`src/design/settle_timer.sv`:
```
`timescale 1ns/100ps
`default_nettype none

module settle_timer #(
    parameter int COUNT_W = 5
) (
    input  logic               clk,
    input  logic               reset,
    input  logic               timer_load,
    input  logic [COUNT_W-1:0] load_value,
    output logic               timer_done
);

    logic [COUNT_W-1:0] count;

    // counts down to zero after a load
    // done rises on the load_value-th edge after the load edge
    always_ff @(posedge clk or posedge reset) begin
        if (reset) begin
            count      <= '0;
            timer_done <= 1'b0;
        end else if (timer_load) begin
            // reload restarts a running count
            count      <= load_value;
            timer_done <= 1'b0;
        end else if (count != '0) begin
            count      <= count - 1'b1;
            timer_done <= (count == COUNT_W'(1));
        end else begin
            // silent at zero
            timer_done <= 1'b0;
        end
    end

endmodule

`default_nettype wire

```
`config.mk`:
```
export PLATFORM = sky130hd
export DESIGN_NAME = settle_timer
export DESIGN_NICKNAME = d
export VERILOG_FILES = /design/src/design/settle_timer.sv
export SDC_FILE = /design/constraint.sdc
export NUM_CORES = 1
export LEC_CHECK = 0
export BUFFER_PORTS_ARGS = -buffer_cell sky130_fd_sc_hd__clkbuf_2
export CORE_AREA = 2 2 39 41
export CTS_CLUSTER_DIAMETER = 30
export DETAILED_ROUTE_END_ITERATION = 12
export DIE_AREA = 0 0 41 43
export SYNTH_ARGS = -nofsm -noshare
export SYNTH_HDL_FRONTEND = slang
export SYNTH_SLANG_ARGS = --single-unit
```
`constraint.sdc`:
```
create_clock -name clk -period 1.9 [get_ports clk]
set_input_delay 0 -clock clk [delete_from_list [all_inputs] [get_ports clk]]
set_output_delay 0 -clock clk [all_outputs]
set_load 0.01 [all_outputs]
```
**Word-level counts from Yosys, hierarchy flattened**

Index checks and enable logic that the tools add are counted.

- Equality and inequality tests: 1
- Reduce and logical (&&, ||, !) cells: 2
- Mux-type cells: 4
- Bitwise gates (word level): 0
- Shift operators: 0
- Divide/modulo/power cells: 0
- $add $sub $neg: 1
- $mul: 0
- Order comparisons: 0

Operators with widths:

| cell | number |
|---|---|
| $mux W5 | 2 |
| $eq A5 B1 Y1 const B | 1 |
| $reduce_bool A5 Y1 | 1 |
| $sub A5 B1 Y5 const B | 1 |
| $mux W1 | 2 |
| $reduce_bool A2 Y1 | 1 |

- Bits in writable memories: 0
- Flip-flop bits (word level): 6
- Memories kept: 0
- Word-level logic and storage cells: 10
- Memory bits (read-only): 0
- Bits of input ports: 8
- Output and inout bits: 1
- Bits in latches: 0

**Longest topological paths before layout**

- Depth after elaboration: 3
- Gate-level depth with buffers: 5
- Mapped depth without buffers: 5

**Worst setup path after synthesis**

No wires, ideal clock.

- Path type: reg2reg
- Start point: register count[0]
- End point: register count[1]
- Setup time: 77 ps
- Required time: 1823 ps
- Slack: 452 ps
- Period minus slack after synthesis: 1448 ps
- Buffers on the path: 0
- Arrival: 1371 ps
- Stages on the path, launching flop included: 6
- Cell sequence: dfrtp_1 -> inv_1 -> ha_1 -> nor4b_4 -> mux2_2 -> o21ai_1

- Longest elaborated chain between the ends: 3
- Elaborated cells between the ends (all ways): 5
- Those cells by class: 1 x add/sub; 2 x mux; 2 x reduce/logical

Ends and longest elaborated chain:

| item | line | text |
|---|---|---|
| start: declaration | 14 | `logic [COUNT_W-1:0] count;` |
| start signal: assignment | 24 | `count <= load_value;` |
| start signal: assignment | 27 | `count <= count - 1'b1;` |
| $sub A5 B1 Y5 | 27 |  |
| $mux W5 | 26 | `end else if (count != '0) begin` |
| $mux W5 | 22 | `end else if (timer_load) begin` |

Parallel ways exist; a longest one is shown, timed or not. The select of a mux whose other input is x is not followed.
A chain may end at the register's enable or synchronous reset.

**Worst setup path after layout**

Same ends and word-level chain as after synthesis.

==> run_results.csv <==
group,metric,value,unit
outcome,status,"finished clean",
yosys,synth_ff_type,"dfrtp_1",
clock_network,htree_levels,1,
yosys,yosysTopAreaCell,"dfrtp_1",
yosys,async_flop_share,100,%
clock_network,clkTransAtPathRegs,50,ps
grt,grt_pass1_vias,269,
setup_path,worstPathCellList,"inv_1 -> ha_1 -> nor4b_4 -> mux2_2 -> o21ai_1",
job,maxCapViolCount,0,
final_layout,n_antenna_cell,0,
hold_path,hold_depth,2,
grt,grt_usage,9.59,%
yosys,netlist_top_cells_count,"6 x dfrtp_1, 5 x nand2_1, 4 x o21ai_0, 3 x inv_1",
yosys,synth_top_area_share,44.6,%
floorplanning,die_y,43,um
yosys,ys_top_cells_by_area,"dfrtp_1 45%, ha_1 7.4%, nor4b_4 7.1%",
timing,rsz0062_at_grt,"false",
floorplanning,pin_count,9,
floorplanning,die_w,41,um
route,wl_met1,237,um
route,num_vias,292,
grt,grt_first_pass_wirelength,1080,um
timing,hold_viol,0,
yosys,synth.most_common_cell,"dfrtp_1",
placed_design,place.gp.congestion,0.694,
route,wl_met2,270,um
yosys,synth-seq-area-share,44.6,%
timing,skew,0.157,ps
placed_design,port_buffers,8,
setup_path,rrSetupSlack,320,ps
clock_network,clock_path_buffers,2,
route,wl_met3,38,um
final_layout,utilization,34.4,%
route,wl_per_cell,8.60,um
yosys,syn-num-nets,43,
clock_network,cts_sinks,6,
yosys,netlist_area,337,um^2
route,firstDrtPassIters,2,
setup_path,reg2reg_depth,5,
yosys,synth_edf_count,0,
setup_path,cp_slowest_cell,"dfrtp_1",
grt,antenna_found_initial,0,
timing,min_period,1580,ps
setup_path,worstPathArrival,1750,ps
setup_path,rr_endpoint,"count[1]$_DFFE_PP0P_",
pwr,power.leakage,0.219,nW
clock_network,insertion_delay,250,ps
timing,drv_slew,0,
clock_network,cts-root-buf,"clkbuf_4",
setup_path,crit_fanout,5,
clock_network,tritoncts,"done",
route,drt_iter0_drc,2,
yosys,synth_cells,33,
setup_path,path_buf_inv,1,
hold_path,hp-start,"timer_load",
route,drc_errors,0,
hold_path,hold_path.class,"in2reg",
clock_network,cts_buffers,3,
setup_path,required,2070,ps
timing,tightest_slew,303,ps
yosys,syn_area_per_cell,10.2,um^2
setup_path,cp_slowest_stage_delay,390,ps
setup_path,cp-startpoint,"count[0]$_DFFE_PP0P_",
setup_path,crit_family,"flip-flops",
route,wirelength,559,um
setup_path,worst_setup_path_start_kind,"register",
yosys,synth-seq-cells,6,
placed_design,placedInstanceArea,393,um^2
floorplanning,core_area,0.00138,mm^2
grt,grt_max_degree,12,
grt,overflow,0,
pwr,power_density,811,mW/mm^2
timing,slew_headroom,79.7,%
final_layout,syn_to_final_growth,41.3,%
final_layout,final_nets,61,
setup_path,rr_startpoint,"count[0]$_DFFE_PP0P_",
yosys,yosysUniqueCellTypes,14,
route,antenna_left,0,
yosys,yosys_warnings,0,
final_layout,drive_above_1_share,28.6,%
floorplanning,initial_core_util,24.3,%
route,top_layer,"met4",
floorplanning,dieArea,0.00176,mm^2
clock_network,ctsResizeCount,0,
setup_path,worst_setup_path_end_kind,"register",
floorplanning,num_rows,14,
route,vias_per_cell,4.49,
timing,post-route-period-util,83.0,%
final_layout,finalInstanceArea,475,um^2
setup_path,crit_type,"reg2reg",
timing,clock.fmax,0.634,GHz
timing,setup_viol,0,
placed_design,hpwlAfterDp,420,um
hold_path,whs_endpoint,"count[0]$_DFFE_PP0P_",
pwr,vdd_drop_max,0.242,mV
timing,tns,0,ps
## worst max-delay path by stage
stage / to / slack [ps] / depth (start not counted)
4_1_cts: count[1]$_DFFE_PP0P_ / 310 / 5
3_3_place_gp: count[1]$_DFFE_PP0P_ / 350 / 5
3_5_place_dp: count[1]$_DFFE_PP0P_ / 330 / 5
5_1_grt: count[1]$_DFFE_PP0P_ / 190 / 5
6_report: count[1]$_DFFE_PP0P_ / 320 / 5
2_1_floorplan: count[1]$_DFFE_PP0P_ / 450 / 5
## logic make-up after synthesis
family / after synthesis / synth area share (%)
flip-flops: 6 / 44.6
AND/OR/NAND/NOR: 10 / 20.4
AO/OA/AOI/OAI: 7 / 11.2
buffers and inverters: 4 / 4.46
adder cells (fa/ha/maj): 2 / 7.43
multiplexers: 2 / 6.69
XOR/XNOR: 2 / 5.21
## what timing repair did
item / in CTS / in global routing
hold endpoints to repair: 11 / 0
hold buffers: 6 / 0
endpoints found under the setup margin: 0 / 0
buffers inserted: 0 / 0
## routing by layer
metal	global-route usage, %	vias to the layer above
li1	-	145
met4	8.00	0
met2	12.8	7
met3	4.71	2
met5	0	-
met1	10.8	138
## power breakdown
group / leakage [nW] / switching [W] / internal (W) / total [W]
Sequential: 0.0744 / 0.0000224 / 0.000146 / 0.000169
Combinational: 0.131 / 0.0000389 / 0.0000572 / 0.0000960
Clock: 0.0138 / 0.0000489 / 0.0000716 / 0.000121
## area by class of cell
| class | count | area, um^2 |
|---|---|---|
| multi-input cells | 23 | 171 |
| inverters | 3 | 11.3 |
| flip-flops and latches | 6 | 150 |
| clock buffers | 3 | 22.5 |
| repair buffers | 14 | 100 |
| fillers | 158 | 908 |
| well taps | 16 | 20.0 |
## stage by stage
| step | hold slack, ps | std cells | setup slack [ps] | power [W] |
|---|---|---|---|---|
| global placement | -88.0 | 56 | 347 | 0.000256 |
| finish | 89.3 | 65 | 324 | 0.000385 |
| CTS | 92.6 | 65 | 314 | 0.000393 |
| global route | 120 | 65 | 188 | 0.000418 |
| floorplan | -209 | 33 | 452 | 0.000238 |
| detailed placement | -91.2 | 56 | 328 | 0.000258 |
## layout by cell type (no fill, tap or decap)
master / n
nor4b_4: 1
o21ai_0: 4
or4b_1: 1
nand2_1: 5
mux2_2: 2
inv_1: 3
nand2b_1: 1
clkbuf_4: 3
o31ai_1: 1
clkbuf_2: 8
nor3_1: 2
dfrtp_1: 6
xnor2_1: 2
o21ai_1: 2
dlygate4sd3_1: 6
ha_1: 2
## state kept, by name, indices dropped and copies added (netlist names)
name	cells
timer_done	1
count	5
Note: power is estimated with default switching activity, not from simulation.
