<file path="src/design/cnn_test_pkg.sv">
`default_nettype none

package cnn_test_pkg;

    ////////////////////////////////////////////////////////////////////////////
    // serial configuration link
    ////////////////////////////////////////////////////////////////////////////

    // address plus data, shifted out lsb first
    localparam int FRAME_BITS = 23;
    // reply samples taken after a capture strobe
    localparam int READ_BITS = 31;

    // one frame, address goes out first
    typedef struct packed {
        logic [15:0] data;
        logic [6:0]  addr;
    } cfg_frame_t;

    // one request to the shifter
    typedef struct packed {
        logic       wr;
        logic       rd;
        cfg_frame_t frame;
    } spi_cmd_t;

    // pins toward the chip
    typedef struct packed {
        logic sdi;
        logic update;
        logic capture;
    } chip_spi_t;

    ////////////////////////////////////////////////////////////////////////////
    // run control and chip mode words
    ////////////////////////////////////////////////////////////////////////////

    // start is a level, the selects pick the debug mode
    typedef struct packed {
        logic start;
        logic dbg_valid;
        logic dbg_data;
    } host_ctrl_t;

    localparam logic [6:0]  MODE_REG_ADDR  = 7'd58;
    localparam logic [15:0] MODE_RUN       = 16'h8000;
    localparam logic [15:0] MODE_DBG_VALID = 16'd313;
    localparam logic [15:0] MODE_DBG_DATA  = 16'd311;

    // class output of the chip
    typedef logic [7:0] class_byte_t;

endpackage

`default_nettype wire
</file>
<file path="src/design/readout_sequencer.sv">
`timescale 1ns/100ps
`default_nettype none

module readout_sequencer #(
    parameter int NUM_CLASS_BYTES = 20,
    parameter int SETTLE_CYCLES   = 28
) (
    input  logic                                 clk,
    input  logic                                 reset,
    input  cnn_test_pkg::host_ctrl_t             host_ctrl,
    input  logic                                 cnn_ready,
    input  logic                                 cnn_done,
    input  logic                                 last_region,
    input  logic                                 timer_done,
    output cnn_test_pkg::spi_cmd_t               seq_cmd,
    output logic                                 seq_busy,
    output logic                                 timer_load,
    output logic [$clog2(SETTLE_CYCLES+1)-1:0]   load_value,
    output logic                                 store,
    output logic                                 results_ready
);

    import cnn_test_pkg::*;

    localparam int IDX_W   = $clog2(NUM_CLASS_BYTES + 1);
    localparam int TIMER_W = $clog2(SETTLE_CYCLES + 1);

    typedef enum logic [2:0] {
        ST_IDLE,
        ST_WAIT_READY,
        ST_WAIT_DONE,
        ST_WAIT_RESULT,
        ST_READ_CLASS,
        ST_SETTLE
    } state_t;

    state_t           state;
    logic [IDX_W-1:0] class_idx;
    logic             last_flag;
    logic             ready_hold;
    logic [15:0]      sel_mode;

    // every sequencer write targets the mode register
    function automatic spi_cmd_t reg_write(input logic [15:0] data);
        spi_cmd_t c;
        c.wr         = 1'b1;
        c.rd         = 1'b0;
        c.frame.data = data;
        c.frame.addr = MODE_REG_ADDR;
        return c;
    endfunction

    // debug-valid wins over debug-data
    assign sel_mode = host_ctrl.dbg_valid ? MODE_DBG_VALID :
                      host_ctrl.dbg_data  ? MODE_DBG_DATA  : MODE_RUN;

    assign seq_busy   = (state != ST_IDLE);
    assign load_value = TIMER_W'(SETTLE_CYCLES);
    // byte is written on the edge right after the timer fires
    assign store      = (state == ST_SETTLE) && timer_done;

    ////////////////////////////////////////////////////////////////////////////
    // run state machine
    ////////////////////////////////////////////////////////////////////////////

    always_ff @(posedge clk or posedge reset) begin
        if (reset) begin
            state         <= ST_IDLE;
            seq_cmd       <= '0;
            timer_load    <= 1'b0;
            class_idx     <= '0;
            last_flag     <= 1'b0;
            ready_hold    <= 1'b0;
            results_ready <= 1'b0;
        end else begin
            // write and load are single-cycle pulses
            seq_cmd    <= '0;
            timer_load <= 1'b0;
            if (!host_ctrl.start && state != ST_IDLE) begin
                // start dropped, abandon the run
                state         <= ST_IDLE;
                results_ready <= 1'b0;
            end else begin
                case (state)
                    ST_IDLE: begin
                        results_ready <= 1'b0;
                        class_idx     <= '0;
                        last_flag     <= 1'b0;
                        ready_hold    <= 1'b0;
                        if (host_ctrl.start) begin
                            seq_cmd <= reg_write(MODE_RUN);
                            state   <= ST_WAIT_READY;
                        end
                    end
                    ST_WAIT_READY: begin
                        if (cnn_ready) begin
                            seq_cmd <= reg_write(sel_mode);
                            state   <= ST_WAIT_DONE;
                        end
                    end
                    ST_WAIT_DONE: begin
                        if (cnn_done) begin
                            seq_cmd <= reg_write(MODE_RUN);
                            state   <= ST_WAIT_RESULT;
                        end
                    end
                    ST_WAIT_RESULT: begin
                        class_idx <= '0;
                        if (cnn_ready) begin
                            state <= ST_READ_CLASS;
                        end else if (last_region) begin
                            // final region, no mode word afterwards
                            last_flag <= 1'b1;
                            state     <= ST_READ_CLASS;
                        end
                    end
                    ST_READ_CLASS: begin
                        if (class_idx < IDX_W'(NUM_CLASS_BYTES)) begin
                            // class request and timer load share the edge
                            seq_cmd    <= reg_write(16'(class_idx));
                            timer_load <= 1'b1;
                            state      <= ST_SETTLE;
                        end else if (last_flag) begin
                            // results_ready held two cycles for the host
                            results_ready <= 1'b1;
                            ready_hold    <= 1'b1;
                            if (ready_hold) begin
                                state <= ST_IDLE;
                            end
                        end else begin
                            seq_cmd <= reg_write(sel_mode);
                            state   <= ST_WAIT_DONE;
                        end
                    end
                    ST_SETTLE: begin
                        if (timer_done) begin
                            class_idx <= class_idx + 1'b1;
                            state     <= ST_READ_CLASS;
                        end
                    end
                    default: begin
                        state <= ST_IDLE;
                    end
                endcase
            end
        end
    end

endmodule

`default_nettype wire

</file>
<file path="config.mk">
export PLATFORM = sky130hd
export DESIGN_NAME = readout_sequencer
export DESIGN_NICKNAME = d
export VERILOG_FILES = /design/src/design/cnn_test_pkg.sv /design/src/design/readout_sequencer.sv
export SDC_FILE = /design/constraint.sdc
export NUM_CORES = 1
export LEC_CHECK = 0
export BUFFER_PORTS_ARGS = -buffer_cell sky130_fd_sc_hd__clkbuf_2
export CORE_ASPECT_RATIO = 2
export CORE_MARGIN = 2
export CORE_UTILIZATION = 40
export DETAILED_ROUTE_END_ITERATION = 10
export GPL_TIMING_DRIVEN = 0
export PLACE_DENSITY_LB_ADDON = 0.05
export SETUP_SLACK_MARGIN = 0.3
export SYNTH_ARGS = -nofsm -noshare
export SYNTH_HDL_FRONTEND = slang
export SYNTH_SLANG_ARGS = --single-unit
</file>
<file path="constraint.sdc">
create_clock -name clk -period 2.1 [get_ports clk]
set_input_delay 0.315 -clock clk [delete_from_list [all_inputs] [get_ports clk]]
set_output_delay 0.315 -clock clk [all_outputs]
set_load 0.02 [all_outputs]
</file>
# ---- After elaboration in Yosys (flattened, before gate mapping)
# Index checks and enable logic that the tools add are counted.
dict set report totals {
  input_bits 9
  reg_bits 37
}
dict set report op_classes {
  order_cmp 1
  bitwise 1
  n_reduce_logical 15
  muxes 32
  addsub 1
  eq_ne 18
}
# op count
set op_table {}
lappend op_table {{$mux W25} 6}
lappend op_table {{$pmux W25 S4} 1}
lappend op_table {{$mux W16} 2}
lappend op_table {{$mux W3} 10}
lappend op_table {{$pmux W3 S6} 1}
lappend op_table {{$ne A3 B3 Y1 const B} 5}
lappend op_table {{$ne A2 B2 Y1 const B} 5}
lappend op_table {{$pmux W5 S2} 1}
lappend op_table {{$mux W1} 8}
lappend op_table {{$reduce_and A4 Y1} 2}
lappend op_table {{$eq A3 B2 Y1 const B} 2}
lappend op_table {{$eq A3 B3 Y1 const B} 2}
lappend op_table {{$reduce_and A3 Y1} 2}
lappend op_table {{$reduce_and A6 Y1} 1}
lappend op_table {{$reduce_bool A2 Y1} 3}
lappend op_table {{$reduce_bool A3 Y1} 2}
lappend op_table {{$add A5 B1 Y5 const B} 1}
lappend op_table {{$lt A5 B5 Y1 const B} 1}
lappend op_table {{$mux W5} 1}
lappend op_table {{$ne A5 B5 Y1 const B} 1}
lappend op_table {{$ne A4 B4 Y1 const B} 1}
lappend op_table {{$pmux W1 S2} 2}
lappend op_table {{$eq A3 B1 Y1 const B} 1}
lappend op_table {{$logic_not A3 Y1} 1}
lappend op_table {{other kinds (5)} 6}

# ---- Logic depth before layout (Yosys ltp)
# Gate-level depths: netlist of run 1.
dict set report logic_depth {
  depth_word 6
  depth_mapped 6
}

# ---- Least setup slack after synthesis of run 1
# No wires, ideal clock.
dict set report synth_timing {
  path_kind {register -> register}
  startpoint {register state[2]}
  endpoint {register state[0]}
  t_arrival_ns 1.510
  path_stages_with_launch 6
  path_slack_ns 0.462
  path_cell_list {dfrtp_1 -> buf_4 -> or3b_4 -> nor4_4 -> nor4_1 -> mux2_1}
}
dict set report synth_via {
  elab_chain_cells 4
  elab_cells_between_ends 17
  classes_between {eq/ne (11); mux (2); reduce/logical (4)}
}
# item line_no
set synth_rtl {}
lappend synth_rtl {{from (decl)} readout_sequencer.sv:37} ;# state_t state;
lappend synth_rtl {{from (signal assigned)} readout_sequencer.sv:68} ;# state <= ST_IDLE;
lappend synth_rtl {{from (signal assigned)} readout_sequencer.sv:81} ;# state <= ST_IDLE;
lappend synth_rtl {{from (signal assigned)} readout_sequencer.sv:92} ;# state <= ST_WAIT_READY;
lappend synth_rtl {{$reduce_bool A3 Y1} readout_sequencer.sv:79} ;# if (!host_ctrl.start && state != ST_IDLE) begin
lappend synth_rtl {{$logic_and A1 B1 Y1} readout_sequencer.sv:79}
lappend synth_rtl {{$ne A5 B5 Y1 (no line), or another cell as far along} --}
lappend synth_rtl {{$reduce_and A6 Y1 (no line)} --}
# Parallel ways exist; a longest one is shown, timed or not.
# A chain may end at the register's enable or synchronous reset.

# ---- Worst setup path after layout of run 1
dict set report layout_timing {
  startpoint {register state[0]}
  endpoint {output port seq_busy}
}
dict set report layout_via {
  elab_chain_cells 1
}
# item line_no
set layout_rtl {}
lappend layout_rtl {{$reduce_bool A3 Y1} readout_sequencer.sv:57} ;# assign seq_busy = (state != ST_IDLE);
lappend layout_rtl {{to (decl)} readout_sequencer.sv:16} ;# output logic seq_busy,
# No other way between the ends.

==> results of run 1 <==
[repair_timing]
action	CTS	global route
endpoints found under the setup margin	12	12
gates resized for setup	11	6
buffers inserted	4	6
pin swaps	0	5
[registers in the layout, summed over array words and instances (netlist names)]
signal and cells:
seq_cmd 8, class_idx 5, state 3, last_flag 1, ready_hold 1, results_ready 1
timer_load 1
[critical path, delay by kind of cell, from the launching register on]
kind          cells  cell delay, ns
flops             1            0.40
buf+inv           3            0.52
simple gates      1            0.36
[synthesized netlist by cell type, types with 2 or more instances]
master / count
buf_4: 25
nor4b_1: 2
buf_2: 2
a221oi_1: 3
or4_1: 2
nor2_1: 11
nand3_1: 3
o21a_1: 2
or3b_2: 3
a211oi_1: 3
nand2_1: 8
inv_1: 5
a21oi_1: 9
o21ai_1: 5
mux2i_1: 2
nand3b_1: 3
nand2b_1: 2
conb_1: 2
dfrtp_1: 20
o21ai_0: 10
clkbuf_1: 3
nor3_1: 3
[cell type report]
type | instances | area, um2 | area share (%)
Multi-Input combinational cell | 116 | 772.0 | 42.55
Sequential cell | 20 | 500.5 | 27.59
Buffer | 30 | 229.0 | 12.62
Timing Repair Buffer | 35 | 212.7 | 11.72
Clock buffer | 3 | 41.29 | 2.276
Tap cell | 32 | 40.04 | 2.207
Inverter | 5 | 18.77 | 1.034
[per-stage QoR]
stage | setup slack [ns] | cell area, um2
2_1_floorplan | 0.4623 | 1454
3_3_place_gp | 0.2355 | 1619
3_5_place_dp | 0.2286 | 1619
4_1_cts | 0.2810 | 1738
5_1_grt | 0.1813 | 1814
6_report | 0.2465 | 1814
[metal layers]
layer  vias up  track usage [%]
li1        634                -
met1       627            19.21
met2        48            34.83
met3        11            2.268
met4         0            10.39
met5         -                0
[report_power, final]
part / switching, mW / internal (mW) / leakage [nW]
clock: 0.137 / 0.128 / 0.0216
sequential: 0.0497 / 0.454 / 0.272
combinational: 0.643 / 0.535 / 0.594
total: 0.829 / 1.12 / 0.888
[worst max path at each step]
stage            startpoint          end  slack, ns  depth (start not counted)
3_3_place_gp   class_idx[3]  seq_cmd[15]       0.24                          5
5_1_grt            state[0]     state[0]       0.18                          5
2_1_floorplan      state[2]     state[0]       0.46                          5
3_5_place_dp   class_idx[3]  seq_cmd[15]       0.23                          5
4_1_cts            state[0]     state[2]       0.28                          5
6_report           state[0]     seq_busy       0.25                          4
[cell families after synthesis]
logic type      count (synthesis)
simple gates                   50
compound gates                 44
buf+inv                        35
flops                          20
mux                             3
fa+ha+maj                       2
other cells                     2
==> impl_metrics.ini, run 1 <==
[drt]
viasPerCell = 5.477
wl_met1_mm = 1.318
detail_route.first_pass.iterations = 4
drt_iter0_drc = 29
wl_mm = 3.695
ant_nets = 0
num_vias = 1320
topRoutingLayerUsed = met4
wl_met2_mm = 2.151
routedWlPerCell_um = 15.33
met3WireLength_um = 125
drc = 0

[clock_network]
clk_pin_slew_ns = 0.08
cts_buffers = 3
clock_latency_ns = 0.27
cts-root-buf = clkbuf_8
cts_tree = built
cts_hold_buf = 0
h-tree-depth = 1
cts_buffer_depth = 2
clock-sinks = 20

[setup_path]
start_kind = flip-flop
criticalPathCategory = flip-flop to output port
worstReg2RegStart = state[0]
r2r_setup_slack_ns = 0.25
worst-path-max-fanout = 10
worstSetupEndpointType = output port
r2r-end = state[2]
required_ns = 1.78
critPathSlowestCell = dfrtp_1
crit_top_cell = clkbuf_8
critPathMaxStageDelay_ns = 0.40
crit_chain = buf_4, clkbuf_8, or3_4, clkbuf_8
arrival_ns = 1.54
reg2reg_depth = 5

[timing]
worst_pin_slew_ns = 0.7840
fin_crit_sh_pct = 88.26
fmax_mhz = 539.5
finClkSkew_ns = 0.009770
period_minus_slack_ns = 1.853
rsz0062_at_grt = true
finalSetupTns_ns = 0
drv_slew = 0
hold_slack_ns = 0.1606
setup_viol_count_final = 0
slew_headroom_pct = 47.68
timing.final.hold_violations = 0

[grt]
grt_usage_pct = 18.90
antenna_found_initial = 0
grt_max_degree = 21
grt_pass1_wl_mm = 5.678
grt_pass1_vias = 1207
overflow = 0

[synth]
ys.flop_type = dfrtp_1
synth_top_family_by_area = simple AND/OR/NAND/NOR gates
synth_edf_count = 0
synth_mux_area_share_pct = 2.238
avgSynthCellArea_um2 = 8.959
synth_warnings = 0
synth-xor-area-share_pct = 0
synthArstFlopShare_pct = 100.0
syn_inst = 156
synth-seq-area-share_pct = 35.81
yosys.area.top_type = dfrtp_1
ys_ff_latch = 20
ys_top_cells_by_area = dfrtp_1 36%, buf_4 13%, o21ai_0 3.6%
synth_simple_gate_area_share_pct = 22.83
synth_top_area_share_pct = 35.81
synth_compound_area_share_pct = 20.68
netlist_area_mm2 = 0.001398
ys_types = 50
synthAdderAreaFrac_pct = 1.611

[placement]
numPlacedInstances = 228
port_buffers = 25
routabilityCongestion = 0.9638
dp_hpwl_mm = 2.685

[cells_and_area]
layout.cells.most_common = buf_4
area_delta_synth_final_pct = 29.81
fin_cells = 241
nFillCells = 343
final_util_pct = 53.70
num_antenna_cells = 0
drive_gt1_share_pct = 39.23
nets = 221
layout_common_cells = 34 x buf_4, 24 x clkbuf_2, 20 x dfrtp_1

[power]
max-vdd-ir-drop_mv = 0.5281
power.total_mw = 1.947
power_leakage_nw = 0.8876
p_per_area_mw_per_mm2 = 1073

[floorplan]
die-area_mm2 = 0.004011
core_area_mm2 = 0.003378
ioPinCount = 43
die_h_um = 87.59
start_util_pct = 41.37
fp.dieW_um = 45.80
rows = 30

[run_status]
status = finished clean

[worst_hold_path]
hold_class = input pin to async pin

[run]
max-cap-violations = 0
(Power assumes the default switching activity.)
==> run 2, diff against run 1 <==
BUFFER_PORTS_ARGS = default   (was -buffer_cell sky130_fd_sc_hd__clkbuf_2)
DONT_BUFFER_PORTS = 1   (was default)
SLEW_MARGIN = 20   (was default)
==> run 2 against run 1 <==
  * Fmax rose by 2.4%
  * Combinational power decreased by 19%
  * Via count down 9.1%
  * Clock skew is 0.0075 ns lower
==> impl_metrics.ini, run 2 (synthesized netlist as in run 1, its figures left out) <==
[timing]
drv_slew = 0
setup_viol_count_final = 0
worst_pin_slew_ns = 0.7488
period_minus_slack_ns = 1.810
hold_slack_ns = 0.06605
finalSetupTns_ns = 0
timing.final.hold_violations = 0
rsz0062_at_grt = true
fmax_mhz = 552.4
fin_crit_sh_pct = 86.20
slew_headroom_pct = 50.03
setup_ws_ns = 0.2898
finClkSkew_ns = 0.002287

[drt]
viasPerCell = 5.634
wl_mm = 3.434
drc = 0
num_vias = 1200
ant_nets = 0
detail_route.first_pass.iterations = 4
drt_iter0_drc = 29
routedWlPerCell_um = 16.12

[clock_network]
clk_pin_slew_ns = 0.08
cts_buffers = 3
clock_latency_ns = 0.26
cts-root-buf = clkbuf_8
cts_tree = built
cts_hold_buf = 0
h-tree-depth = 1
clock-sinks = 20
cts_buffer_depth = 2

[floorplan]
core_area_mm2 = 0.003378
ioPinCount = 43
die-area_mm2 = 0.004011
die_h_um = 87.59
start_util_pct = 41.37
rows = 30
fp.dieW_um = 45.80

[placement]
post_dp_cell_area_mm2 = 0.001494
numPlacedInstances = 203
pre_cts_ws_ns = 0.2306
routabilityCongestion = 0.8919
port_buffers = 0
dp_hpwl_mm = 2.590

[power]
power.total_mw = 1.776
max-vdd-ir-drop_mv = 0.5683
power_leakage_nw = 0.7577
p_per_area_mw_per_mm2 = 1075

[setup_path]
start_kind = flip-flop
worstSetupEndpointType = flip-flop
worst-path-max-fanout = 4
arrival_ns = 1.96
criticalPathCategory = flip-flop to flip-flop
required_ns = 2.25

[grt]
grt_usage_pct = 17.85
grt_pass1_vias = 1176
grt_pass1_wl_mm = 5.395
grt_max_degree = 21
antenna_found_initial = 0
overflow = 0

[cells_and_area]
drive_gt1_share_pct = 29.83
nets = 193
layout_common_cells = 32 x buf_4, 20 x dfrtp_1, 17 x conb_1
num_antenna_cells = 0
area_delta_synth_final_pct = 18.26
top_register = seq_cmd
final_cell_area_mm2 = 0.001653
nFillCells = 320
largest_reg_flops = 8
fin_cells = 213
final_util_pct = 48.93
layout.cells.most_common = buf_4
reg_top3 = seq_cmd: 8 flops, class_idx: 5 flops, state: 3 flops

[run_status]
status = finished clean

[run]
max-cap-violations = 0

[worst_hold_path]
hold_class = input pin to async pin
[run 2: report_power, final]
group	switching (mW)	internal [mW]	total, mW
logic	0.535	0.416	0.951
clock network	0.135	0.128	0.263
registers	0.107	0.455	0.562
[run 2: critical path: stages (launching register included)]
cell,delay (ns)
dfrtp_1,0.40
or3b_2,0.47
a21oi_1,0.40
nor4_4,0.10
a311o_1,0.33
[run 2: timing repair]
action                     CTS  global route
pin swaps                    0             0
gates resized for setup      7             9
setup buffers                0             7
setup endpoints to repair    5            13
[run 2: layout make-up]
cell class / instances / area, um2 / area share [%]
multi-input combinational: 116 / 782.0 / 47.31
sequential: 20 / 500.5 / 30.28
buffer: 30 / 217.7 / 13.17
timing repair buffer: 7 / 52.55 / 3.179
clock buffer: 3 / 41.29 / 2.498
tap: 32 / 40.04 / 2.422
inverter: 5 / 18.77 / 1.136
[run 2: layer usage]
metal  part of all wire (%)  vias to the layer above  GRT usage (%)
met5                      0                        -              0
met4                    2.3                        0          10.65
met3                    4.4                        9          3.093
met2                     59                       37          32.27
met1                     35                      581          17.75
li1                       -                      573              -
[run 2: path summary, 6_finish.rpt]
path / from / to / slack [ns] / cells past startpoint
setup / recovery: state[0] / state[2] / 0.29 / 4
hold / removal: reset / seq_cmd[8] / 0.07 / 1
setup reg to reg: state[0] / state[2] / 0.29 / 4
hold reg to reg: ready_hold / ready_hold / 0.56 / 1
max in group asynchronous: reset / state[1] / 1.57 / 1
min in group clk: host_ctrl[1] / seq_cmd[10] / 0.20 / 2
==> run 3, diff against run 2 <==
HOLD_SLACK_MARGIN = 0.15   (was default)
MAX_ROUTING_LAYER = met4   (was default)
==> run 3 against run 2 <==
  * Worst setup slack gained 0.043 ns
  * Combinational power increased by 2%
  * First-iteration DRC count shrank 21%
  * Sequential power about the same
  * Critical path type unchanged
  * Critical endpoint is now state[0]
==> impl_metrics.ini, run 3 (synthesized netlist as in run 1, its figures left out) <==
[run_status]
status = finished clean

[timing]
fmax_mhz = 565.8
finalSetupTns_ns = 0
rsz0062_at_grt = true
hold_slack_ns = 0.2061
worst_pin_slew_ns = 0.7662
drv_slew = 0
timing.final.hold_violations = 0
fin_crit_sh_pct = 84.17
period_minus_slack_ns = 1.768
finClkSkew_ns = 0.006148
setup_viol_count_final = 0
slew_headroom_pct = 48.86

[cells_and_area]
largest_reg_flops = 8
fin_cells = 215
drive_gt1_share_pct = 30.60
layout.cells.most_common = buf_4
layout_common_cells = 31 x buf_4, 20 x dfrtp_1, 17 x conb_1
top_register = seq_cmd
final_util_pct = 49.67
nets = 195
area_delta_synth_final_pct = 20.05
nFillCells = 343
reg_top3 = seq_cmd: 8 flops, class_idx: 5 flops, state: 3 flops
num_antenna_cells = 0

[worst_hold_path]
hold_class = input pin to flip-flop

[drt]
drc = 0
viasPerCell = 5.544
routedWlPerCell_um = 16.25
wl_mm = 3.493
drt_iter0_drc = 23
detail_route.first_pass.iterations = 4
ant_nets = 0
num_vias = 1192

[setup_path]
arrival_ns = 1.91
worstReg2RegStart = state[2]
worstSetupEndpointType = flip-flop
start_kind = flip-flop
r2r_setup_slack_ns = 0.33
startpoint = state[2]
criticalPathCategory = flip-flop to flip-flop
worst-path-max-fanout = 8
crit_end = state[0]
r2r-end = state[0]
required_ns = 2.25
reg2reg_depth = 5

[floorplan]
ioPinCount = 43
fp.dieW_um = 45.80
die_h_um = 87.59
core_area_mm2 = 0.003378
start_util_pct = 41.37
rows = 30
die-area_mm2 = 0.004011

[clock_network]
clk_pin_slew_ns = 0.08
clock-sinks = 20
cts_tree = built
cts_buffers = 3
cts-root-buf = clkbuf_8
clock_latency_ns = 0.26
h-tree-depth = 1
cts_buffer_depth = 2

[grt]
grt_pass1_wl_mm = 5.692
grt_usage_pct = 19.55
grt_pass1_vias = 1201
overflow = 0
grt_max_degree = 21
antenna_found_initial = 0

[placement]
numPlacedInstances = 203
routabilityCongestion = 0.9081
dp_hpwl_mm = 2.700
port_buffers = 0

[run]
max-cap-violations = 0

[power]
power_leakage_nw = 0.7670
max-vdd-ir-drop_mv = 0.5638
p_per_area_mw_per_mm2 = 1067
-- run 3: worst min path at each step --
stage,start,end,cells after the start
3_3_place_gp,reset,seq_cmd[8],1
2_1_floorplan,reset,class_idx[0],1
6_report,host_ctrl[1],seq_cmd[10],2
3_5_place_dp,reset,seq_cmd[8],1
5_1_grt,host_ctrl[1],seq_cmd[10],2
4_1_cts,host_ctrl[1],seq_cmd[10],2
-- run 3: layout make-up --
class | instances | area, um2 | share of cell area (%)
buffer | 30 | 227.7 | 13.57
clock buffer | 3 | 41.29 | 2.461
timing repair buffer | 9 | 70.07 | 4.176
inverter | 5 | 18.77 | 1.119
sequential | 20 | 500.5 | 29.83
tap | 32 | 40.04 | 2.386
multi-input combinational | 116 | 779.5 | 46.46
-- run 3: metrics by stage --
step / setup WS [ns] / power (mW) / cell area, um2
floorplan: 0.4623 / 1.243 / 1454
global placement: 0.2113 / 1.390 / 1494
detailed placement: 0.2121 / 1.392 / 1494
CTS: 0.2575 / 1.689 / 1602
global route: 0.2793 / 1.924 / 1678
finish: 0.3324 / 1.790 / 1678
-- run 3: per-layer routing --
metal,track usage (%),share of wire [%]
met1,18.62,36
met2,36.62,59
met3,2.887,2.8
met4,7.792,2.4
met5,-,0
-- run 3: critical path: stages (launching register included) --
cell     delay, ns
dfrtp_1       0.34
buf_6         0.12
or3b_4        0.41
nor4_4        0.34
nor4_2        0.12
mux2_1        0.32
-- run 3: what timing repair did --
action,4_1_cts,5_1_grt
hold buffers,1,0
resized for setup,8,11
hold endpoints to repair,20,0
setup endpoints to repair,13,14
pin swaps,2,8
setup buffers,3,5
-- run 3: power by group --
group          internal [mW]  switching (mW)  leakage, nW
Clock                  0.128           0.127       0.0216
Sequential             0.455           0.111        0.272
Combinational          0.433           0.537        0.473
