`src/design/cnn_test_pkg.sv`:
```
`default_nettype none

package cnn_test_pkg;

    ////////////////////////////////////////////////////////////////////////////
    // serial configuration link
    ////////////////////////////////////////////////////////////////////////////

    // address plus data, shifted out lsb first
    localparam int FRAME_BITS = 23;
    // reply samples taken after a capture strobe
    localparam int READ_BITS = 31;

    // one frame, address goes out first
    typedef struct packed {
        logic [15:0] data;
        logic [6:0]  addr;
    } cfg_frame_t;

    // one request to the shifter
    typedef struct packed {
        logic       wr;
        logic       rd;
        cfg_frame_t frame;
    } spi_cmd_t;

    // pins toward the chip
    typedef struct packed {
        logic sdi;
        logic update;
        logic capture;
    } chip_spi_t;

    ////////////////////////////////////////////////////////////////////////////
    // run control and chip mode words
    ////////////////////////////////////////////////////////////////////////////

    // start is a level, the selects pick the debug mode
    typedef struct packed {
        logic start;
        logic dbg_valid;
        logic dbg_data;
    } host_ctrl_t;

    localparam logic [6:0]  MODE_REG_ADDR  = 7'd58;
    localparam logic [15:0] MODE_RUN       = 16'h8000;
    localparam logic [15:0] MODE_DBG_VALID = 16'd313;
    localparam logic [15:0] MODE_DBG_DATA  = 16'd311;

    // class output of the chip
    typedef logic [7:0] class_byte_t;

endpackage

`default_nettype wire
```
`src/design/spi_config_shifter.sv`:
```
`timescale 1ns/100ps
`default_nettype none

module spi_config_shifter (
    input  logic                    clk,
    input  logic                    reset,
    input  cnn_test_pkg::spi_cmd_t  host_cmd,
    input  cnn_test_pkg::spi_cmd_t  seq_cmd,
    input  logic                    seq_busy,
    input  logic                    spi_out,
    output cnn_test_pkg::chip_spi_t chip_spi,
    output logic [15:0]             spi_rdata
);

    import cnn_test_pkg::*;

    // one-hot strobe travels the frame length plus one
    localparam int STROBE_W = FRAME_BITS + 1;
    localparam int WINDOW_W = 24;
    localparam int CNT_W    = $clog2(READ_BITS + 1);
    localparam logic [STROBE_W-1:0] STROBE_LOAD = {1'b1, {FRAME_BITS{1'b0}}};

    spi_cmd_t              cmd;
    logic [FRAME_BITS-1:0] frame_sr;
    logic [STROBE_W-1:0]   update_sr;
    logic [STROBE_W-1:0]   capture_sr;
    logic [CNT_W-1:0]      sample_cnt;
    logic [WINDOW_W-1:0]   window;
    logic                  rdata_pending;

    // sequencer owns the link during a run
    assign cmd = seq_busy ? seq_cmd : host_cmd;

    assign chip_spi = '{
        sdi:     frame_sr[0],
        update:  update_sr[0],
        capture: capture_sr[0]
    };

    ////////////////////////////////////////////////////////////////////////////
    // frame and strobe shifters
    ////////////////////////////////////////////////////////////////////////////

    // a new command restarts the shift, old frame is lost
    always_ff @(posedge clk or posedge reset) begin
        if (reset) begin
            frame_sr   <= '0;
            update_sr  <= '0;
            capture_sr <= '0;
        end else if (cmd.wr) begin
            frame_sr   <= cmd.frame;
            update_sr  <= STROBE_LOAD;
            capture_sr <= '0;
        end else if (cmd.rd) begin
            // read frame carries the address only
            frame_sr   <= {16'd0, cmd.frame.addr};
            update_sr  <= '0;
            capture_sr <= STROBE_LOAD;
        end else begin
            frame_sr   <= frame_sr >> 1;
            update_sr  <= update_sr >> 1;
            capture_sr <= capture_sr >> 1;
        end
    end

    ////////////////////////////////////////////////////////////////////////////
    // readback gathering
    ////////////////////////////////////////////////////////////////////////////

    // capture clears the window, then READ_BITS samples shift in at the top
    // idle counter parks at READ_BITS so nothing is sampled after reset
    always_ff @(posedge clk or posedge reset) begin
        if (reset) begin
            sample_cnt    <= CNT_W'(READ_BITS);
            window        <= '0;
            rdata_pending <= 1'b0;
            spi_rdata     <= '0;
        end else if (capture_sr[0]) begin
            sample_cnt    <= '0;
            window        <= '0;
            rdata_pending <= 1'b1;
        end else if (sample_cnt < CNT_W'(READ_BITS)) begin
            window     <= {spi_out, window[WINDOW_W-1:1]};
            sample_cnt <= sample_cnt + 1'b1;
        end else if (rdata_pending) begin
            // last 16 samples, earliest one lands in bit 0
            spi_rdata     <= window[WINDOW_W-1 -: 16];
            rdata_pending <= 1'b0;
        end
    end

endmodule

`default_nettype wire

```
`config.mk`:
```
export PLATFORM = sky130hd
export DESIGN_NAME = spi_config_shifter
export DESIGN_NICKNAME = d
export VERILOG_FILES = /design/src/design/cnn_test_pkg.sv /design/src/design/spi_config_shifter.sv
export SDC_FILE = /design/constraint.sdc
export NUM_CORES = 1
export LEC_CHECK = 0
export BUFFER_PORTS_ARGS = -buffer_cell sky130_fd_sc_hd__buf_4
export CELL_PAD_IN_SITES_DETAIL_PLACEMENT = 1
export CELL_PAD_IN_SITES_GLOBAL_PLACEMENT = 1
export CORE_ASPECT_RATIO = 0.9
export CORE_UTILIZATION = 45
export DETAILED_ROUTE_END_ITERATION = 10
export PLACE_DENSITY = 0.79
export SLEW_MARGIN = 10
export SYNTH_ARGS = -nofsm -noshare
export SYNTH_HDL_FRONTEND = slang
export SYNTH_SLANG_ARGS = --single-unit
```
`constraint.sdc`:
```
create_clock -name clk -period 4.9 [get_ports clk]
set_clock_uncertainty 0.2 [all_clocks]
set_input_delay 0.735 -clock clk [delete_from_list [all_inputs] [get_ports clk]]
set_output_delay 0.735 -clock clk [all_outputs]
set_load 0.005 [all_outputs]
```
**Yosys cells after proc, flatten, opt, wreduce, memory -nomap -nowiden**

Index checks and enable logic that the tools add are counted.

- Bits in registers: 117
- Input bits: 54
- Word-level logic and storage cells: 27

- Add/sub/neg operators: 1
- Magnitude comparators: 1
- Equality and inequality tests: 1
- Muxes and demuxes: 13
- Bitwise operators: 2
- Reductions and logical operators: 2

Operators by type and width:

| kind | number |
|---|---|
| $mux W24 | 5 |
| $mux W23 | 2 |
| $mux W25 | 1 |
| $mux W22 | 1 |
| $mux W5 | 2 |
| $add A5 B1 Y5 const B | 1 |
| $lt A5 B5 Y1 const B | 1 |
| $reduce_and A3 Y1 | 1 |
| $mux W1 | 2 |
| $ne A2 B2 Y1 const B | 1 |
| $not A1 Y1 | 2 |
| $reduce_bool A2 Y1 | 1 |

**Longest topological paths before layout**

Gate-level depths: netlist (run 1).

- Depth after elaboration: 3
- Depth in mapped cells: 6

**Worst setup path before layout (run 1)**

Ideal clock, no wire load.

- Kind: input to register
- Start point: in seq_cmd[24] (netlist name)
- End point: reg frame_sr[0]
- Library setup time: 125 ps
- Arrival: 1546 ps
- Required time: 4575 ps
- Setup slack: 3029 ps
- Stages on the path: 4
- Path buffers: 1
- Path through: nor2_1 > a21oi_1 > buf_4 > mux2_2

- Word-level cells in the longest chain between the ends: 2

RTL lines:

| element | line | source |
|---|---|---|
| start, declared | spi_config_shifter.sv:8 | `input cnn_test_pkg::spi_cmd_t seq_cmd,` |
| $mux W25 | spi_config_shifter.sv:32 | `assign cmd = seq_busy ? seq_cmd : host_cmd;` |
| $mux W23 | spi_config_shifter.sv:50 | `end else if (cmd.wr) begin` |
| end signal, assigned | spi_config_shifter.sv:51 | `frame_sr <= cmd.frame;` |
| end signal, assigned | spi_config_shifter.sv:56 | `frame_sr <= {16'd0, cmd.frame.addr};` |
| end signal, assigned | spi_config_shifter.sv:60 | `frame_sr <= frame_sr >> 1;` |
| end, declared | spi_config_shifter.sv:24 | `logic [FRAME_BITS-1:0] frame_sr;` |

Every way passes these cells.
A chain may end at the register's enable or synchronous reset.

**Worst setup path after layout (run 1)**

- Start point: in seq_busy
- End point: reg frame_sr[5]

- Word-level cells in the longest chain between the ends: 3

RTL lines:

| element | line | source |
|---|---|---|
| start, declared | spi_config_shifter.sv:9 | `input logic seq_busy,` |
| $mux W25 (*) | spi_config_shifter.sv:32 |  |
| $mux W22 | spi_config_shifter.sv:54 | `end else if (cmd.rd) begin` |
| $mux W23 (*) | spi_config_shifter.sv:50 |  |

Every way passes the cells marked *; elsewhere a longest branch is shown, timed or not.

==> results by group, run 1 <==
Drt
  • Routed vias/inst: approximately 4.9
  • Drt wl/cell: 14.29 um
  • DRT met1 WL: 3436 um
  • DRC viols: 0
  • Iter 0 DRT Violations: between 60 and 70
  • Via count: 2461
  • First-pass DRT Iterations: 3
  • Metal2 WL: approximately 3400 um
  • Final WL: 7231 um
  • Top sig layer: met4
  • Routed Antenna Nets: 0
  • Met3 Wirelength: 255 um

Placed design
  • PortBufs: 72
  • Placed wire-length estimate: roughly 4600 um
  • RePlAce Congestion: 0.7146

Hold path
  • Hold crit path type: reg -> reg
  • Hold path cells: 1

Clock tree
  • Clock sinks: 109
  • CTS Buf Count: 9
  • CTS resizes: 0
  • CTS max path bufs: 2
  • Hold-fix buffers, CTS: 0
  • Clock edge transition at the registers on the reported setup and hold paths: ~0.10 ns
  • Post-CTS setup buffer count: 0
  • Root Driver: clkbuf_8
  • H-tree depth: 3
  • Clk_lat worst skew: 0.36 ns
  • CTS tree: yes

Timing
  • Final hold violation count: 0
  • # setup viols final: 0
  • Fin crit period: 2.466 ns
  • Hold slack final: 0.2621 ns
  • Final worst path period share: 0.5033
  • Max transition margin: 0.2844
  • Setup TNS Final: 0 ns
  • Worst Max-Slew Pin Slew: 1.071 ns
  • Fmax: 0.4054 GHz
  • Unrepaired setup endpoints after global routing: false
  • Fin. max-slew vios: 0

Synth
  • Post-synth ARST share: 1.000
  • Yosys cell types: 33
  • Post-synth EDFFs: 0
  • Sequential share of the synthesized area: 0.6442
  • Main flop type after synthesis: dfrtp_1
  • Syn_nets: 369
  • Avg Inst Size Synth: 13.52 um^2
  • Yosys warnings: 0
  • Number of synthesized register bits: 109
  • Post-synthesis cell area: between 4000 and 5000 um^2
  • Cells after Synth: 314

Worst setup path
  • Critical Path Source Type: primary input
  • Kind of end point of the critical path: flip-flop
  • WS Path Type: in -> reg
  • Critical path fanouts, max: 35
  • Worst R2R Setup Slack: around 2.7 ns
  • CP Data Arrival Time: roughly 2.5 ns
  • Critical path required time: around 5.0 ns
  • Reg2reg path depth: 3

Finish
  • Fill cells: 945
  • Final Util: 0.5501
  • Fin nets: 434
  • Diode count: 0
  • Area grow syn2layout: 18.28%
  • Layout cell share with drive strength beyond 1: 0.3411

GRT
  • Initial antenna violation count: 0
  • Vias in the first global route: 2551
  • Largest net degree at the start of global routing: 76
  • Global route total overflow: 0
  • GRT Total Usage: 0.1658
  • First-pass GRT wire length: 12580 um

Floorplanning
  • Initial Utilization: 0.4651
  • Core ar.: between 9000 and 10000 um^2
  • Die Ht: 94.13 um
  • Io pins: 73
  • Total die area: 9824 um^2
  • Die X: 104.4 um
  • Site row count: 33

Run status
  • Status: finished, final reports clean

Power
  • PD cells: a little over 300 nW/um^2
  • Peak supply drop: 0.1188 mV
  • Pleak: 0.002402 uW

Job
  • Max_cap viols: 0
==> through the flow <==
| stage | instances | setup slack [ns] | instance area, um^2 | power (uW) |
|---|---|---|---|---|
| after global placement | 490 | 2.108 | 4841 | 1068 |
| final | 506 | 2.434 | 5020 | 1551 |
| after detailed placement | 490 | 2.032 | 4841 | 1073 |
| after global routing | 506 | 2.281 | 5020 | 1624 |
| after CTS | 506 | 2.419 | 5020 | 1574 |
| after floorplan | 314 | 1.099 | 4244 | 1021 |
==> metal layers <==
layer | GRT usage | vias to the layer above
met5 | 0 | -
met4 | 0.07857 | 0
met3 | 0.03467 | 13
met2 | 0.2588 | 56
met1 | 0.2229 | 1227
li1 | - | 1165
==> cell families (layout without fill, tap and decap cells) <==
kind of cell / Yosys count / after routing / synth area share
simple gates: 81 / 81 / 0.1226
flops: 109 / 109 / 0.6442
compound gates: 39 / 39 / 0.05867
buf+inv: 38 / 108 / 0.04540
mux: 46 / 46 / 0.1262
fa+ha+maj: 1 / 1 / 0.002948
==> where the power goes <==
| part | leakage [uW] | switching (uW) | internal [uW] |
|---|---|---|---|
| logic | 0.000886 | 59.2 | 56.4 |
| registers | 0.00143 | 9.47 | 927 |
| clock network | 0.0000857 | 286 | 213 |
==> worst paths after layout <==
kind | endpoint | start
setup / recovery | frame_sr[5]$_DFF_PP0_ | seq_busy
hold / removal | capture_sr[14]$_DFF_PP0_ | capture_sr[15]$_DFF_PP0_
setup reg to reg | spi_rdata[5]$_DFFE_PP0P_ | capture_sr[0]$_DFF_PP0_
hold reg to reg | capture_sr[14]$_DFF_PP0_ | capture_sr[15]$_DFF_PP0_
max in group asynchronous | sample_cnt[0]$_DFFE_PP1P_ | reset
min in group asynchronous | update_sr[6]$_DFF_PP0_ | reset
==> flip-flops by register name (all words and copies together) (netlist names) <==
register and flops:
capture_sr 24, frame_sr 23, rdata_pending 1, sample_cnt 5, spi_rdata 16, update_sr 24, window 16
==> cell usage after synthesis, drive strengths merged (2+ instances only) <==
library cell,number,area share
clkbuf,7,0.0062
nand2b,17,0.025
nand3,2,0.0053
o21ai,15,0.018
and3,2,0.0035
mux2i,16,0.038
mux2,30,0.088
inv,18,0.016
nor2b,47,0.069
a22oi,15,0.027
dfstp,5,0.031
dfrtp,104,0.61
nor2,5,0.0062
a21oi,3,0.0035
a31oi,2,0.0029
buf,13,0.023
nor3,3,0.0035
==> cells in the final DEF, fill, tap and decap left out, types with 2 or more instances in the layout <==
cell	count
dfrtp_1	104
buf_4	74
nor2b_1	47
mux2_2	20
inv_1	17
nand2b_1	17
mux2i_1	16
a22oi_1	15
o21ai_0	15
clkbuf_8	11
mux2_4	10
dfstp_2	5
nor2_1	4
nor3_1	3
and3_2	2
a31oi_1	2
a21oi_1	2
clkinvlp_4	2
clkbuf_1	2
==> critical path, cell delays in order <==
cell	delay [ns]
buf_4	0.18
nor3_1	0.10
a21oi_4	0.66
buf_4	0.45
mux2_2	0.38
==> layout make-up <==
cell class                 instances  area, um^2  area share
clock buffer                      13       158.9     0.03165
clock inverter                     3       20.02    0.003988
inverter                          18       70.07     0.01396
multi-input combinational        167        1329      0.2647
sequential                       109        2734      0.5446
tap                              122       152.6     0.03041
timing repair buffer              74       555.5      0.1107
Note: power is estimated with default switching activity, not from simulation.
==> inputs of run 2 (changes only) <==
--- a/config.mk
+++ b/config.mk
@@ -5,13 +5,14 @@
 export SDC_FILE = /design/constraint.sdc
 export NUM_CORES = 1
 export LEC_CHECK = 0
+export ABC_AREA = 1
 export BUFFER_PORTS_ARGS = -buffer_cell sky130_fd_sc_hd__buf_4
 export CELL_PAD_IN_SITES_DETAIL_PLACEMENT = 1
 export CELL_PAD_IN_SITES_GLOBAL_PLACEMENT = 1
 export CORE_ASPECT_RATIO = 0.9
-export CORE_UTILIZATION = 45
+export CORE_UTILIZATION = 38
 export DETAILED_ROUTE_END_ITERATION = 10
-export PLACE_DENSITY = 0.79
+export PLACE_DENSITY = 0.75
 export SLEW_MARGIN = 10
 export SYNTH_ARGS = -nofsm -noshare
 export SYNTH_HDL_FRONTEND = slang
==> constraint.sdc (replaced) <==
create_clock -name clk -period 2.1 [get_ports clk]
set_clock_uncertainty 0.2 [all_clocks]
set_input_delay 0.315 -clock clk [delete_from_list [all_inputs] [get_ports clk]]
set_output_delay 0.315 -clock clk [all_outputs]
set_load 0.005 [all_outputs]
==> run 2 against run 1 <==
Core utilization decreased by 6.4 points; first-iteration DRC count grew to 2.6 times the previous value; via count grew 35%; sequential power grew to 2.9 times the previous value; register-to-register slack worse by 2.4 ns; synthesized area is 3.9% higher; critical path type is now reg -> reg.
==> results by group, run 2 <==
Worst setup path
  • Critical Path Source Type: flip-flop
  • WS Path Type: reg -> reg
  • Worst path most repeated cell: nand2_1
  • Critical path fanouts, max: 17 (-51%)
  • Crit path cell chain: inv_1, nor2_1, nand2_1, nand3_1, nand2_1
  • Kind of end point of the critical path: flip-flop
  • Critical path required time: 2.13 ns (-2.82 ns)
  • CP peak stage delay: 0.56 ns (-0.10 ns)
  • CP Data Arrival Time: 1.81 ns (-0.71 ns)
  • Slowest-stage cell, CP: dfstp_2

Synth
  • Yosys cell types: 24 (-27%)
  • Main flop type after synthesis: dfrtp_1
  • Top cell type's share of synthesized area: 0.5904 (-0.02280)
  • Yosys warnings: 0 (unchanged)
  • Post-Synth XOR/XNOR Area: 0 (unchanged)
  • Post-synthesis cell area: 4408 um^2 (+3.9%)
  • Top-count cell post-synth: nand2_1
  • Sequential share of the synthesized area: 0.6202 (-0.02395)
  • Area contributors post-synth: dfrtp_1 59%, nand2_1 10%, inv_1 4.4%
  • Post-synth ARST share: 1.000 (unchanged)
  • Proportion of synthesized area in mux cells: 0 (-0.1262)
  • Cells after Synth: 474 (+51%)
  • Post-synth top cells: 123 x nand2_1, 104 x dfrtp_1, 52 x inv_1
  • Syn_nets: 529 (+43%)
  • Number of synthesized register bits: 109 (unchanged)
  • Post-synth EDFFs: 0 (unchanged)
  • Compound-Gate Fraction of Synth Area: 0.06074 (+0.002076)
  • Post-synthesis adder-cell area fraction: 0.002838 (-0.0001096)
  • Area leader, netlist: dfrtp_1
  • Simple-gate portion of the synthesized area: 0.2251 (+0.1025)
  • Avg Inst Size Synth: 9.300 um^2 (-31%)
  • Largest family of logic cells by synthesized area: simple AND/OR/NAND/NOR gates

Finish
  • Biggest regs: capture_sr x24, update_sr x24, frame_sr x23
  • Final Util: 0.4863 (-0.06384)
  • Diode count: 0 (unchanged)
  • Area grow syn2layout: 21.74%
  • Multi-input gate area: 1272 um^2 (-4.2%)
  • Seq. cell area: 2734 um^2 (unchanged)
  • Most frequent cells in the layout: 123 x nand2_1, 104 x dfrtp_1, 80 x buf_4
  • Most common cell after layout, fill and taps aside: nand2_1
  • Fin nets: 595 (+37%)
  • Fin area: 5366 um^2 (+6.9%)
  • Fill cells: 1302 (+38%)
  • Layout cell share with drive strength beyond 1: 0.2224 (-0.1187)

GRT
  • GR Layer Usage met2: 0.2840 (+0.02517)
  • Global route total overflow: 0 (unchanged)
  • GR Layer Usage met3: 0.05012 (+0.01544)
  • Initial antenna violation count: 0 (unchanged)
  • Vias in the first global route: 3483 (+37%)
  • Largest net degree at the start of global routing: 47 (-38%)
  • Met1 global-route usage: 0.2232 (+0.0003180)
  • First-pass GRT wire length: 16410 um (+30%)
  • GRT busiest layer: met2
  • GRT Total Usage: 0.1746 (+0.008783)

Power
  • PD cells: 1016 nW/um^2 (+230%)
  • Peak supply drop: 0.4833 mV (+310%)
  • Pleak: 0.002687 uW (+12%)

Drt
  • DRC viols: 0 (unchanged)
  • Final WL: 9261 um (+28%)
  • Drt wl/cell: 13.31 um (-6.9%)
  • First-pass DRT Iterations: 5 (+2)
  • Routed Antenna Nets: 0 (unchanged)
  • Iter 0 DRT Violations: 157 (+160%)
  • Routed vias/inst: 4.766 (-2.0%)
  • Via count: 3317 (+35%)

Job
  • Max_cap viols: 0 (unchanged)

Clock tree
  • CTS Buf Count: 9 (unchanged)
  • CTS max path bufs: 2 (unchanged)
  • CTS tree: yes
  • H-tree depth: 3 (unchanged)
  • Clock sinks: 109 (unchanged)
  • CTS resizes: 0 (unchanged)
  • Clk_lat worst skew: 0.35 ns (about the same)
  • Root Driver: clkbuf_16
  • Clock edge transition at the registers on the reported setup and hold paths: 0.07 ns (-0.03 ns)
  • Post-CTS setup buffer count: 0 (unchanged)

Timing
  • Fin crit period: roughly 1.8 ns
  • Final hold violation count: 0 (unchanged)
  • Final worst path period share: 0.8459
  • Worst Max-Slew Pin Slew: 0.5743 ns (-0.4969 ns)
  • Unrepaired setup endpoints after global routing: false
  • Max transition margin: 0.6162 (+0.3318)
  • Fmax: 0.5629 GHz
  • # setup viols final: 0 (unchanged)
  • Setup TNS Final: 0 ns (unchanged)
  • Hold slack final: 0.03080 ns (-0.2313 ns)
  • Fin. max-slew vios: 0 (unchanged)

Placed design
  • Placed wire-length estimate: 6366 um (+38%)
  • PortBufs: 72 (unchanged)
  • RePlAce Congestion: 0.7747 (+8.4%)
  • Placed cell areas: 5072 um^2 (+4.8%)

Hold path
  • Hold crit path type: in -> reg

Floorplanning
  • Die Ht: 104.2 um (+11%)
  • Core ar.: 11040 um^2 (+21%)
  • Site row count: 36 (+9.1%)
  • Io pins: 73 (unchanged)
  • Total die area: 12040 um^2 (+23%)
  • Initial Utilization: 0.3994 (-0.06567)
  • Die X: 115.5 um (+11%)

Run status
  • Status: finished, final reports clean
## run 2: changes by cell type in the layout (fill, tap and decap cells not counted), sizes merged, moves of 18 or more
cell   delta
mux2     -30
nor2     +45
nand2   +126
inv      +39
o21ai    +18
nor2b    -47
nand3    +31
## run 2: logic make-up after synthesis
family | count (synthesis)
and+or+nand+nor | 226
DFF | 109
buffers and inverters | 85
AOI/OAI and AO/OA | 53
adders and majority gates | 1
## run 2: layer usage
metal,wire (um),part of all wire
met5,0,0
met2,4697,0.51
met4,151,0.016
met1,4092,0.44
met3,320,0.035
## run 2: cell type report
cell class                 count  area share
inverter                      55     0.04010
clock inverter                 4    0.005829
tap                          152     0.03544
clock buffer                  11     0.04523
multi-input combinational    280      0.2371
timing repair buffer          85      0.1268
sequential                   109      0.5094
## run 2: worst max-delay path: cells and delay by family, from the launching register on
| kind | cells | cell delay (ns) |
|---|---|---|
| flip-flops | 1 | 0.56 |
| AND/OR/NAND/NOR | 4 | 0.86 |
| buffers and inverters | 1 | 0.05 |
## run 2: repair_timing
action | in CTS | in global routing
endpoints found under the hold margin | 105 | 0
hold buffers | 2 | 0
endpoints found under the setup margin | 0 | 0
## run 2: stage by stage
stage / total power, uW / instances / worst slack [ns]
floorplan: 3430 / 474 / 0.2736
global placement: 3838 / 679 / 0.3587
detailed placement: 3910 / 679 / 0.3115
CTS: 5535 / 696 / 0.3055
global route: 5802 / 696 / 0.1629
finish: 5454 / 696 / 0.3236
## run 2: final timing paths
kind / startpoint / end / slack (ns) / cells past startpoint
min: host_cmd[11] / frame_sr[11]$_DFF_PP0_ / 0.03 / 3
min reg2reg: frame_sr[6]$_DFF_PP0_ / frame_sr[5]$_DFF_PP0_ / 0.25 / 2
max in group asynchronous: reset / capture_sr[15]$_DFF_PP0_ / 0.86 / 4
max reg2reg: sample_cnt[0]$_DFFE_PP1P_ / window[19]$_DFFE_PP0P_ / 0.32 / 5
max: sample_cnt[0]$_DFFE_PP1P_ / window[19]$_DFFE_PP0P_ / 0.32 / 5
min in group asynchronous: reset / window[23]$_DFFE_PP0P_ / 0.42 / 4
## run 2: power by group
group | leakage (uW) | total, uW | switching [uW] | internal, uW
clock network | 0.000137 | 1600 | 755 | 842
logic | 0.00112 | 1110 | 618 | 494
registers | 0.00143 | 2740 | 240 | 2500
total | 0.00269 | 5450 | 1610 | 3840
==> inputs of run 3 (changes only) <==
--- a/config.mk
+++ b/config.mk
@@ -10,9 +10,9 @@
 export CELL_PAD_IN_SITES_DETAIL_PLACEMENT = 1
 export CELL_PAD_IN_SITES_GLOBAL_PLACEMENT = 1
 export CORE_ASPECT_RATIO = 0.9
-export CORE_UTILIZATION = 38
+export CORE_UTILIZATION = 42
 export DETAILED_ROUTE_END_ITERATION = 10
-export PLACE_DENSITY = 0.75
+export PLACE_DENSITY = 0.78
 export SLEW_MARGIN = 10
 export SYNTH_ARGS = -nofsm -noshare
 export SYNTH_HDL_FRONTEND = slang
==> constraint.sdc (replaced) <==
create_clock -name clk -period 1.75 [get_ports clk]
set_clock_uncertainty 0.2 [all_clocks]
set_input_delay 0.2625 -clock clk [delete_from_list [all_inputs] [get_ports clk]]
set_output_delay 0.2625 -clock clk [all_outputs]
set_load 0.005 [all_outputs]
==> run 3 against run 2 <==
Hold slack worse by 0.024 ns; die area down 9.4%; clock-buffer cell count down 1; sequential power up 21%; critical path depth unchanged; global-route usage up 0.78 points; register-to-register slack worse by 0.19 ns; critical path type is now in -> reg; critical endpoint is now frame_sr[11]$_DFF_PP0_; largest cell class unchanged; highest routed layer unchanged.
==> results by group, run 3 (synthesized netlist as in run 2, its figures left out) <==
Clock tree
  • Post-CTS setup buffer count: 0 (unchanged)
  • CTS Buf Count: 9 (unchanged)
  • Clock sinks: 109 (unchanged)
  • H-tree depth: 3 (unchanged)
  • Root Driver: clkbuf_16
  • CTS max path bufs: 2 (unchanged)
  • Clock edge transition at the registers on the reported setup and hold paths: 0.07 ns (about the same)
  • CTS tree: yes
  • Clk_lat worst skew: 0.35 ns (about the same)

Power
  • PD cells: 1229 nW/um^2 (+21%)
  • Pleak: 0.002746 uW (+2.2%)
  • Peak supply drop: 0.8050 mV (+67%)
  • Power Total: 6745 uW (+24%)

Finish
  • Fin area: 5489 um^2 (+2.3%)
  • Biggest regs: capture_sr x24, update_sr x24, frame_sr x23
  • Final cell count without fillers: 686 (-1.4%)
  • Most frequent cells in the layout: 123 x nand2_1, 104 x dfrtp_1, 81 x buf_4
  • Area grow syn2layout: 24.52%
  • Most common cell after layout, fill and taps aside: nand2_1
  • Layout cell share with drive strength beyond 1: 0.2208 (-0.001601)
  • Fin nets: 607 (+2.0%)
  • Diode count: 0 (unchanged)

Drt
  • Routed vias/inst: 4.821 (+1.2%)
  • Drt wl/cell: 13.34 um (+0.22%)
  • Routed Antenna Nets: 0 (unchanged)
  • Via count: 3307 (-0.30%)
  • Iter 0 DRT Violations: 125 (-20%)
  • Final WL: 9148 um (-1.2%)
  • DRC viols: 0 (unchanged)
  • First-pass DRT Iterations: 4 (-1)

Timing
  • Fin. max-slew vios: 0 (unchanged)
  • Unrepaired setup endpoints after global routing: false
  • Max transition margin: 0.5899 (-0.02627)
  • Final worst path period share: 0.9489
  • Worst Max-Slew Pin Slew: 0.6151 ns (+0.04079 ns)
  • Final hold violation count: 0 (unchanged)
  • # setup viols final: 0 (unchanged)
  • Setup TNS Final: 0 ns (unchanged)
  • Fin crit period: between 1.5 and 2 ns
  • Fmax: around 0.6 GHz

Floorplanning
  • Die X: 110.0 um (-4.8%)
  • Site row count: 35 (-2.8%)
  • Core ar.: 10200 um^2 (-7.5%)
  • Io pins: 73 (unchanged)
  • Die Ht: 99.19 um (-4.8%)
  • Total die area: 10910 um^2 (-9.4%)
  • Initial Utilization: 0.4320 (+0.03257)

Placed design
  • Placed Cells: 657 (-3.2%)
  • Placed wire-length estimate: 5918 um (-7.0%)
  • RePlAce Congestion: 0.7788 (+0.53%)
  • PortBufs: 72 (unchanged)
  • Placed cell areas: 5051 um^2 (-0.42%)

GRT
  • Vias in the first global route: 3305 (-5.1%)
  • GRT Total Usage: 0.1824 (+0.007770)
  • Initial antenna violation count: 0 (unchanged)
  • First-pass GRT wire length: 15460 um (-5.8%)
  • Global route total overflow: 0 (unchanged)
  • Largest net degree at the start of global routing: 110 (+130%)

Hold path
  • Hold crit path type: in -> reg

Run status
  • Status: finished, final reports clean

Worst setup path
  • Critical path fanouts, max: 1 (-16)
  • Kind of end point of the critical path: flip-flop
  • Critical Path Source Type: primary input
  • WS Path Type: in -> reg
  • Critical path required time: 1.78 ns (-0.35 ns)
  • CP Data Arrival Time: 1.69 ns (-0.12 ns)

Job
  • Max_cap viols: 0 (unchanged)
run 3: cell types whose count changed in the layout (fill, tap and decap cells not counted):
cell / delta
dlygate4sd3_1: +11
nand4_4: +1
nand4_2: -1
bufinv_16: +1
clkinv_4: +2
buf_4: +1
inv_6: -1
clkbuf_8: -1
run 3: timing repair:
item	CTS	global route
hold buffers	13	0
setup endpoints to repair	0	16
gates resized for setup	0	1
endpoints found under the hold margin	113	0
run 3: metrics by stage:
| stage | worst slack, ns | util | hold WS [ns] |
|---|---|---|---|
| 4_1_cts | 0.06244 | 0.5371 | 0.0003323 |
| 5_1_grt | 0.01477 | 0.5380 | 0.02002 |
| 6_report | 0.08948 | 0.5380 | 0.006815 |
| 2_1_floorplan | -0.02391 | - | 0.2033 |
| 3_5_place_dp | 0.07933 | 0.4950 | 0.2394 |
| 3_3_place_gp | 0.1029 | 0.4950 | 0.2301 |
run 3: power breakdown:
part | total, uW | switching [uW] | internal (uW)
combinational | 1390 | 760 | 628
clock | 2040 | 915 | 1120
sequential | 3320 | 313 | 3000
run 3: final cells by class:
cell class / count / area [um^2]
inverter: 55 / 215.2
fill: 1164 / 4715
clock buffer: 10 / 229.0
tap: 129 / 161.4
timing repair buffer: 97 / 798.3
clock inverter: 6 / 70.07
sequential: 109 / 2734
multi-input combinational: 280 / 1281
run 3: final timing paths:
path | from | to | slack (ns) | cells past startpoint
setup / recovery | host_cmd[11] | frame_sr[11]$_DFF_PP0_ | 0.09 | 5
hold / removal | host_cmd[22] | frame_sr[22]$_DFF_PP0_ | 0.007 | 5
setup reg to reg | sample_cnt[2]$_DFFE_PP1P_ | spi_rdata[2]$_DFFE_PP0P_ | 0.13 | 5
hold reg to reg | frame_sr[6]$_DFF_PP0_ | frame_sr[5]$_DFF_PP0_ | 0.25 | 2
max in group asynchronous | reset | window[21]$_DFFE_PP0P_ | 0.45 | 4
min in group asynchronous | reset | update_sr[1]$_DFF_PP0_ | 0.39 | 4
run 3: metal layers:
| layer | track usage | vias to the layer above | wire length (um) |
|---|---|---|---|
| met5 | 0 | - | 0 |
| met4 | 0.06051 | 0 | 114 |
| met3 | 0.04063 | 10 | 337 |
| met2 | 0.2986 | 62 | 4547 |
| met1 | 0.2392 | 1605 | 4148 |
| li1 | - | 1630 | - |
run 3: critical path: stages:
cell	delay, ns
dlygate4sd3_1	0.54
buf_4	0.13
a21oi_1	0.11
o21ai_1	0.09
dlygate4sd3_1	0.56
